### src/design/cpu_params.svh
`ifndef CPU_PARAMS_SVH
`define CPU_PARAMS_SVH

// Datapath widths
`define CPU_DATA_W      32
`define CPU_ADDR_W      32
`define CPU_NUM_REGS    8
`define CPU_REG_IDX_W   3
`define CPU_IMM_W       16

`define CPU_RESET_PC    32'h0000_0000

// Opcodes in bits 31:28, unknown values behave as NOP
`define CPU_OP_NOP      4'h0
`define CPU_OP_ADD      4'h1
`define CPU_OP_SUB      4'h2
`define CPU_OP_AND      4'h3
`define CPU_OP_OR       4'h4
`define CPU_OP_XOR      4'h5
`define CPU_OP_MOVI     4'h6
`define CPU_OP_STORE    4'h7
`define CPU_OP_JMP      4'h8

`endif

### src/design/core_types_pkg.sv
`default_nettype none

`include "cpu_params.svh"

package core_types_pkg;

   typedef logic [`CPU_DATA_W-1:0] word_t;   // Register and store data
   typedef logic [`CPU_ADDR_W-1:0] addr_t;   // Byte address

endpackage

`default_nettype wire

### src/design/isa_pkg.sv
`default_nettype none

`include "cpu_params.svh"

package isa_pkg;

   typedef logic [31:0]               instr_t;
   typedef logic [3:0]                opcode_t;
   typedef logic [`CPU_REG_IDX_W-1:0] reg_idx_t;
   typedef logic [`CPU_IMM_W-1:0]     imm_t;

   typedef enum logic [1:0] {
      idle,
      wait_grant,   // imem_valid up
      wait_data     // Request accepted, response outstanding
   } fetch_state_t;

   // Two-operand ops, dest = dest op src
   function automatic logic op_is_alu(opcode_t op);
      return op inside {`CPU_OP_ADD, `CPU_OP_SUB, `CPU_OP_AND, `CPU_OP_OR, `CPU_OP_XOR};
   endfunction

   function automatic logic op_writes_reg(opcode_t op);
      return op_is_alu(op) || op == `CPU_OP_MOVI;
   endfunction

endpackage

`default_nettype wire

### src/design/fetch_unit.sv
`timescale 1ns/1ps
`default_nettype none

`include "cpu_params.svh"

module fetch_unit import core_types_pkg::*, isa_pkg::*; (
   input  logic   clk,
   input  logic   rst_n,

   input  logic   redirect,
   input  addr_t  redirect_pc,

   output logic   imem_valid,
   input  logic   imem_ready,
   output addr_t  imem_address,
   input  logic   imem_dp_valid,
   output logic   imem_dp_ready,
   input  instr_t imem_dp_read_data,

   output logic   f_valid,
   input  logic   f_ready,
   output instr_t f_instr,
   output addr_t  f_pc
);

   fetch_state_t state;
   addr_t        pc;         // Next address to request
   addr_t        req_addr;
   logic         discard;    // Outstanding response is stale
   logic         slot_valid;
   instr_t       slot_instr;
   addr_t        slot_pc;
   logic         slot_free;
   logic         issue;
   logic         rsp_take;
   logic         rsp_keep;

   assign imem_valid    = state == wait_grant;
   assign imem_address  = req_addr;
   assign imem_dp_ready = state == wait_data;

   assign slot_free = !slot_valid || f_ready;
   assign issue     = state == idle && slot_free && !redirect;
   assign rsp_take  = imem_dp_valid && state == wait_data;
   assign rsp_keep  = rsp_take && !discard && !redirect;

   always_ff @(posedge clk) begin
      if (!rst_n) begin
         state      <= idle;
         pc         <= `CPU_RESET_PC;
         discard    <= 1'b0;
         slot_valid <= 1'b0;
      end else begin
         case (state)
            idle:       if (issue) state <= wait_grant;
            wait_grant: if (imem_ready) state <= wait_data;
            wait_data:  if (rsp_take) state <= idle;
            default:    state <= idle;
         endcase

         if (redirect)
            pc <= redirect_pc;
         else if (issue)
            pc <= pc + 32'd4;

         // A request already on the bus still has to finish
         if (redirect && state != idle && !rsp_take)
            discard <= 1'b1;
         else if (rsp_take)
            discard <= 1'b0;

         if (redirect)
            slot_valid <= 1'b0;
         else if (rsp_keep)
            slot_valid <= 1'b1;
         else if (f_ready)
            slot_valid <= 1'b0;
      end
   end

   always_ff @(posedge clk) begin
      if (issue)
         req_addr <= pc;
      if (rsp_keep) begin
         slot_instr <= imem_dp_read_data;
         slot_pc    <= req_addr;
      end
   end

   assign f_valid = slot_valid;
   assign f_instr = slot_instr;
   assign f_pc    = slot_pc;

endmodule

`default_nettype wire

### src/design/register_file.sv
`timescale 1ns/1ps
`default_nettype none

`include "cpu_params.svh"

// eax, ecx, edx, ebx, esp, ebp, esi, edi
module register_file import core_types_pkg::*, isa_pkg::*; (
   input  logic     clk,
   input  logic     rst_n,

   input  reg_idx_t rd_idx_a,
   input  reg_idx_t rd_idx_b,
   output word_t    rd_data_a,
   output word_t    rd_data_b,

   input  logic     wr_en,
   input  reg_idx_t wr_idx,
   input  word_t    wr_data
);

   word_t regs [`CPU_NUM_REGS];

   always_ff @(posedge clk) begin
      if (!rst_n) begin
         for (int i = 0; i < `CPU_NUM_REGS; i++)
            regs[i] <= '0;
      end else if (wr_en) begin
         regs[wr_idx] <= wr_data;
      end
   end

   assign rd_data_a = regs[rd_idx_a];
   assign rd_data_b = regs[rd_idx_b];

endmodule

`default_nettype wire

### src/design/decode_regread.sv
`timescale 1ns/1ps
`default_nettype none

`include "cpu_params.svh"

module decode_regread import core_types_pkg::*, isa_pkg::*; (
   input  logic     clk,
   input  logic     rst_n,

   input  logic     redirect,

   input  logic     f_valid,
   output logic     f_ready,
   input  instr_t   f_instr,

   output reg_idx_t rd_idx_a,
   output reg_idx_t rd_idx_b,
   input  word_t    rd_data_a,
   input  word_t    rd_data_b,

   input  logic     ex_pending,
   input  reg_idx_t ex_dest,

   output logic     d_valid,
   input  logic     d_ready,
   output opcode_t  d_op,
   output reg_idx_t d_dest,
   output word_t    d_a,
   output word_t    d_b,
   output imm_t     d_imm
);

   opcode_t  f_op;
   reg_idx_t f_dest;
   reg_idx_t f_src;
   imm_t     f_imm;
   logic     reads_a;
   logic     reads_b;
   logic     d_writes;
   logic     ex_hit;
   logic     d_hit;
   logic     hazard;
   logic     f_take;

   assign f_op   = f_instr[31:28];
   assign f_dest = f_instr[26:24];
   assign f_src  = f_instr[22:20];
   assign f_imm  = f_instr[15:0];

   assign rd_idx_a = f_dest;
   assign rd_idx_b = f_src;

   assign reads_a = op_is_alu(f_op);
   assign reads_b = op_is_alu(f_op) || f_op == `CPU_OP_STORE;

   // Producers ahead of us: the result register in execute and our own output
   assign d_writes = d_valid && op_writes_reg(d_op);

   assign ex_hit = ex_pending &&
                   ((reads_a && ex_dest == f_dest) || (reads_b && ex_dest == f_src));
   assign d_hit  = d_writes &&
                   ((reads_a && d_dest == f_dest) || (reads_b && d_dest == f_src));
   assign hazard = ex_hit || d_hit;

   assign f_ready = (!d_valid || d_ready) && !hazard;
   assign f_take  = f_valid && f_ready && !redirect;

   always_ff @(posedge clk) begin
      if (!rst_n) begin
         d_valid <= 1'b0;
      end else begin
         if (redirect)
            d_valid <= 1'b0;   // Younger than the jump
         else if (f_take)
            d_valid <= 1'b1;
         else if (d_ready)
            d_valid <= 1'b0;
      end
   end

   always_ff @(posedge clk) begin
      if (f_take) begin
         d_op   <= f_op;
         d_dest <= f_dest;
         d_a    <= rd_data_a;
         d_b    <= rd_data_b;
         d_imm  <= f_imm;
      end
   end

endmodule

`default_nettype wire

### src/design/execute_unit.sv
`timescale 1ns/1ps
`default_nettype none

`include "cpu_params.svh"

module execute_unit import core_types_pkg::*, isa_pkg::*; (
   input  logic     clk,
   input  logic     rst_n,

   input  logic     d_valid,
   output logic     d_ready,
   input  opcode_t  d_op,
   input  reg_idx_t d_dest,
   input  word_t    d_a,
   input  word_t    d_b,
   input  imm_t     d_imm,

   output logic     wr_en,
   output reg_idx_t wr_idx,
   output word_t    wr_data,

   output logic     ex_pending,
   output reg_idx_t ex_dest,

   output logic     redirect,
   output addr_t    redirect_pc,

   output logic     wmem_valid,
   input  logic     wmem_ready,
   output addr_t    wmem_address,
   output word_t    wmem_wr_data
);

   logic     res_valid;
   opcode_t  res_op;
   logic     res_wr;
   reg_idx_t res_dest;
   word_t    res_data;
   addr_t    res_addr;
   logic     res_store;
   logic     res_jmp;
   logic     res_done;
   logic     d_take;
   word_t    alu_out;

   assign res_store = res_valid && res_op == `CPU_OP_STORE;
   assign res_jmp   = res_valid && res_op == `CPU_OP_JMP;
   assign res_done  = !res_store || wmem_ready;

   // Nothing enters behind a taken jump
   assign d_ready = !res_valid || (res_done && !res_jmp);
   assign d_take  = d_valid && d_ready;

   always_comb begin
      case (d_op)
         `CPU_OP_ADD:   alu_out = d_a + d_b;
         `CPU_OP_SUB:   alu_out = d_a - d_b;
         `CPU_OP_AND:   alu_out = d_a & d_b;
         `CPU_OP_OR:    alu_out = d_a | d_b;
         `CPU_OP_XOR:   alu_out = d_a ^ d_b;
         `CPU_OP_MOVI:  alu_out = word_t'(d_imm);
         `CPU_OP_STORE: alu_out = d_b;   // Store data from the source reg
         default:       alu_out = '0;
      endcase
   end

   always_ff @(posedge clk) begin
      if (!rst_n) begin
         res_valid <= 1'b0;
      end else begin
         if (d_take)
            res_valid <= 1'b1;
         else if (res_done)
            res_valid <= 1'b0;
      end
   end

   always_ff @(posedge clk) begin
      if (d_take) begin
         res_op   <= d_op;
         res_wr   <= op_writes_reg(d_op);
         res_dest <= d_dest;
         res_data <= alu_out;
         res_addr <= addr_t'(d_imm);   // Store address or jump target
      end
   end

   assign wr_en   = res_valid && res_wr;
   assign wr_idx  = res_dest;
   assign wr_data = res_data;

   assign ex_pending = res_valid && res_wr;
   assign ex_dest    = res_dest;

   assign redirect    = res_jmp;
   assign redirect_pc = res_addr;

   assign wmem_valid   = res_store;
   assign wmem_address = res_addr;
   assign wmem_wr_data = res_data;

endmodule

`default_nettype wire

### src/design/cpu_pipeline_top.sv
`timescale 1ns/1ps
`default_nettype none

module cpu_pipeline_top import core_types_pkg::*, isa_pkg::*; (
   input  logic   clk,
   input  logic   rst_n,

   output logic   imem_valid,
   input  logic   imem_ready,
   output addr_t  imem_address,
   input  logic   imem_dp_valid,
   output logic   imem_dp_ready,
   input  instr_t imem_dp_read_data,

   output logic   wmem_valid,
   input  logic   wmem_ready,
   output addr_t  wmem_address,
   output word_t  wmem_wr_data
);

   // Fetch to decode
   logic     f_valid;
   logic     f_ready;
   instr_t   f_instr;

   // Register file ports
   reg_idx_t rd_idx_a;
   reg_idx_t rd_idx_b;
   word_t    rd_data_a;
   word_t    rd_data_b;
   logic     wr_en;
   reg_idx_t wr_idx;
   word_t    wr_data;

   // Decode to execute
   logic     d_valid;
   logic     d_ready;
   opcode_t  d_op;
   reg_idx_t d_dest;
   word_t    d_a;
   word_t    d_b;
   imm_t     d_imm;

   logic     ex_pending;
   reg_idx_t ex_dest;
   logic     redirect;
   addr_t    redirect_pc;

   fetch_unit i_fetch_unit (
      .clk               (clk),
      .rst_n             (rst_n),
      .redirect          (redirect),
      .redirect_pc       (redirect_pc),
      .imem_valid        (imem_valid),
      .imem_ready        (imem_ready),
      .imem_address      (imem_address),
      .imem_dp_valid     (imem_dp_valid),
      .imem_dp_ready     (imem_dp_ready),
      .imem_dp_read_data (imem_dp_read_data),
      .f_valid           (f_valid),
      .f_ready           (f_ready),
      .f_instr           (f_instr),
      .f_pc              ()
   );

   decode_regread i_decode_regread (
      .clk        (clk),
      .rst_n      (rst_n),
      .redirect   (redirect),
      .f_valid    (f_valid),
      .f_ready    (f_ready),
      .f_instr    (f_instr),
      .rd_idx_a   (rd_idx_a),
      .rd_idx_b   (rd_idx_b),
      .rd_data_a  (rd_data_a),
      .rd_data_b  (rd_data_b),
      .ex_pending (ex_pending),
      .ex_dest    (ex_dest),
      .d_valid    (d_valid),
      .d_ready    (d_ready),
      .d_op       (d_op),
      .d_dest     (d_dest),
      .d_a        (d_a),
      .d_b        (d_b),
      .d_imm      (d_imm)
   );

   register_file i_register_file (
      .clk       (clk),
      .rst_n     (rst_n),
      .rd_idx_a  (rd_idx_a),
      .rd_idx_b  (rd_idx_b),
      .rd_data_a (rd_data_a),
      .rd_data_b (rd_data_b),
      .wr_en     (wr_en),
      .wr_idx    (wr_idx),
      .wr_data   (wr_data)
   );

   execute_unit i_execute_unit (
      .clk          (clk),
      .rst_n        (rst_n),
      .d_valid      (d_valid),
      .d_ready      (d_ready),
      .d_op         (d_op),
      .d_dest       (d_dest),
      .d_a          (d_a),
      .d_b          (d_b),
      .d_imm        (d_imm),
      .wr_en        (wr_en),
      .wr_idx       (wr_idx),
      .wr_data      (wr_data),
      .ex_pending   (ex_pending),
      .ex_dest      (ex_dest),
      .redirect     (redirect),
      .redirect_pc  (redirect_pc),
      .wmem_valid   (wmem_valid),
      .wmem_ready   (wmem_ready),
      .wmem_address (wmem_address),
      .wmem_wr_data (wmem_wr_data)
   );

endmodule

`default_nettype wire

### config.mk
export PLATFORM = sky130hd
export DESIGN_NAME = cpu_pipeline_top
export DESIGN_NICKNAME = d
export VERILOG_FILES = /design/src/design/core_types_pkg.sv /design/src/design/isa_pkg.sv /design/src/design/fetch_unit.sv /design/src/design/register_file.sv /design/src/design/decode_regread.sv /design/src/design/execute_unit.sv /design/src/design/cpu_pipeline_top.sv
export VERILOG_INCLUDE_DIRS = /design/src /design/src/design
export SDC_FILE = /design/constraint.sdc
export NUM_CORES = 1
export LEC_CHECK = 0
export ABC_AREA = 1
export CAP_MARGIN = 20
export CELL_PAD_IN_SITES_DETAIL_PLACEMENT = 2
export CELL_PAD_IN_SITES_GLOBAL_PLACEMENT = 2
export CORE_ASPECT_RATIO = 0.9
export CORE_UTILIZATION = 44
export CTS_CLUSTER_SIZE = 14
export DETAILED_ROUTE_END_ITERATION = 6
export DONT_BUFFER_PORTS = 1
export HOLD_SLACK_MARGIN = 0.03
export PLACE_DENSITY_LB_ADDON = 0.2
export SKIP_CTS_REPAIR_TIMING = 1
export SLEW_MARGIN = 20
export SYNTH_ARGS = -nofsm -noshare
export SYNTH_HDL_FRONTEND = slang
export SYNTH_SLANG_ARGS = --single-unit
### constraint.sdc
create_clock -name clk -period 22.5 [get_ports clk]
set_clock_uncertainty 0.05 [all_clocks]
set_input_delay 2.25 -clock clk [delete_from_list [all_inputs] [get_ports clk]]
set_output_delay 2.25 -clock clk [all_outputs]
set_load 0.005 [all_outputs]
==> flow_summary.ini <==
[status]
status = finished clean

[sta]
grt_setup_unrepaired = false
setup_viol = 0
hold_viol = 0
max_freq_mhz = 214
timing.slew.headroom_pct = 30.1
period_minus_slack_ns = 4.68
worst_slew_pin_slew_ns = 1.04
maxSlewViolCount = 0
period_share_pct = 20.8
timing.setup.tns_ns = 0
hold_slack_ns = 0.369
fin_ws_ns = 17.82

[place]
io_buffers = 0
dpl_cell_area_um2 = 27800
place_hpwl_um = 75000
routabilityCongestion = 0.925
place_ws_ns = 18.01

[routing]
drtAntennaViolNets = 0
wl_per_cell_um = 29.7
dr.pass1.iters = 6
drt_iter0_drc = 2190
routed_wl_um = 113000
drc = 0
vias = 23766
vias_per_cell = 6.27

[critical_path]
cp-start-kind = register
reg2reg_from = i_decode_regread.d_b[1]
cp.arrival_ns = 5.00
r2r_setup_slack_ns = 17.82
r2r_cells = 18
worstSetupPathType = register to register
cp_max_fo = 5
timing.rr.end = i_execute_unit.wmem_wr_data[19]
worstPathRequired_ns = 22.82
crit_path_end_kind = register

[worst_hold_path]
whs_path_depth = 0
min-delay-start = i_fetch_unit.f_instr[1]
min_to = i_decode_regread.d_imm[1]
hold_class = register to register

[final_layout]
syn2layout_area_growth_pct = 8.99
nets = 3093
drive_gt1_share_pct = 6.66
final_cell_mix = nor2_1, nand2_1, edfxtp_1
final_common_cell = nor2_1
design_area_um2 = 29500
fillCellCount = 6418
final_util_pct = 48.9

[floorplanning]
start_util_pct = 44.9
die_x_um = 263
ios = 136
coreArea_um2 = 60300
rows = 85
dieArea_um2 = 62500
die_height_um = 237

[cts]
clkSinkCount = 495
cts_tree = done
clockBufferDepth = 3
numCtsBuffers = 55
root_buffer = clkbuf_16
path_clk_slew_ns = 0.07
clk_latency_ns = 0.64
cts_max_level = 2

[yosys]
yosys.cell_types.count = 52
ys_ff_latch = 495
seq_area_frac_synth_pct = 53.5
netlist.area_leader.share_pct = 50.7
synthTopCellsByArea = edfxtp_1, nand2_1, nor2_1
yosys.area.top_type = edfxtp_1
async_flop_share_pct = 0
syn_area_um2 = 27100
synth_top_flop_cell = edfxtp_1
synth_edf_count = 457
synth_area_per_cell_um2 = 9.00
synth_cells = 3009
ys_warn_count = 0

[global_route]
overflow = 0
track_usage_pct = 35.6
grt_first_pass_wirelength_um = 166000
grt_pass1_vias = 25530
antenna_found_initial = 7
grt_max_degree = 165

[job]
maxCapViolations = 0

[power_and_ir_drop]
leakage_nw = 11.5
vdd_drop_max_uv = 61.6
powerDensity_nw_per_um2 = 68.7
[cell families after synthesis]
| logic type | synth area share, % |
|---|---|
| xor gates and xnor gates | 1.62 |
| other | 0.0139 |
| AOI/OAI and AO/OA | 15.4 |
| DFF | 53.5 |
| buffers and inverters | 7.31 |
| and+or+nand+nor | 17.6 |
| adders and majority gates | 4.56 |
[sequential cells by signal, indices dropped and copies added, names as in the netlist, 26 cells and up]
register                     flops
i_decode_regread.d_b            32
i_fetch_unit.f_instr            26
i_decode_regread.d_a            32
i_fetch_unit.imem_address       32
i_fetch_unit.pc                 32
i_register_file.regs           256
i_execute_unit.wmem_wr_data     32
[worst max-delay path by stage]
stage | startpoint | end | cells after the start
after detailed placement | wmem_ready | i_fetch_unit.imem_address[25] | 9
after global placement | rst_n | i_register_file.regs[7][31] | 5
after CTS | i_decode_regread.d_b[1] | i_execute_unit.wmem_wr_data[19] | 18
final | i_decode_regread.d_b[1] | i_execute_unit.wmem_wr_data[19] | 18
after floorplan | wmem_ready | i_decode_regread.d_a[0] | 6
after global routing | i_decode_regread.d_b[1] | i_execute_unit.wmem_wr_data[19] | 18
[routing by layer]
| layer | vias up | wire, µm | global-route usage [%] |
|---|---|---|---|
| met5 | - | 13 | 0 |
| met4 | 2 | 4130 | 13.3 |
| met3 | 270 | 7940 | 5.29 |
| met2 | 962 | 53600 | 59.5 |
| met1 | 12309 | 47000 | 46.9 |
| li1 | 10223 | - | - |
[worst max-delay path: stages, from the launching register on]
cell	delay [ns]
edfxtp_1	0.52
inv_1	0.22
ha_1	0.27
inv_1	0.10
nor2_1	0.21
nand3b_1	0.15
nor2_1	0.19
inv_1	0.12
o21ai_0	0.36
xor2_1	0.16
ha_1	0.41
nand2_1	0.12
nor2_1	0.18
inv_1	0.12
nor3_1	0.31
nand4_1	0.18
nand4_1	0.22
o21ai_0	0.11
o21ai_0	0.41
[synthesized netlist by cell type (all sizes together), types with 6 or more instances]
library cell and count:
a31oi 67, buf 37, xnor2 8, o22ai 12, inv 324, o21ai 329, xor2 42, edfxtp 457
dfxtp 38, o211ai 65, nor2 469, o2111ai 11, nand4 33, a221oi 23, nor3 27, ha 97
nand3 105, clkbuf 133, nor4 6, a21oi 211, nand3b 8, or2 9, nand2 470
[layout make-up]
type	instances	area (µm²)	area share (%)
Timing Repair Buffer	47	378	1.28
Tap cell	783	980	3.32
Multi-Input combinational cell	2033	10700	36.3
Antenna cell	1	2.50	0.00848
Inverter	326	1220	4.15
Clock inverter	30	188	0.636
Sequential cell	495	14500	49.1
Clock buffer	73	1540	5.21
[stage by stage]
stage,std cells,power (mW)
2_1_floorplan,3024,1.11
3_3_place_gp,3683,1.14
3_5_place_dp,3684,1.15
4_1_cts,3787,2.03
5_1_grt,3788,2.07
6_report,3788,2.03
[report_power, final]
part | internal [mW] | leakage (nW) | switching, mW
logic | 0.0205 | 5.87 | 0.0711
registers | 1.03 | 4.82 | 0.0174
clock network | 0.490 | 0.840 | 0.401
total | 1.54 | 11.5 | 0.489
Power figures use the tool's default switching activity.
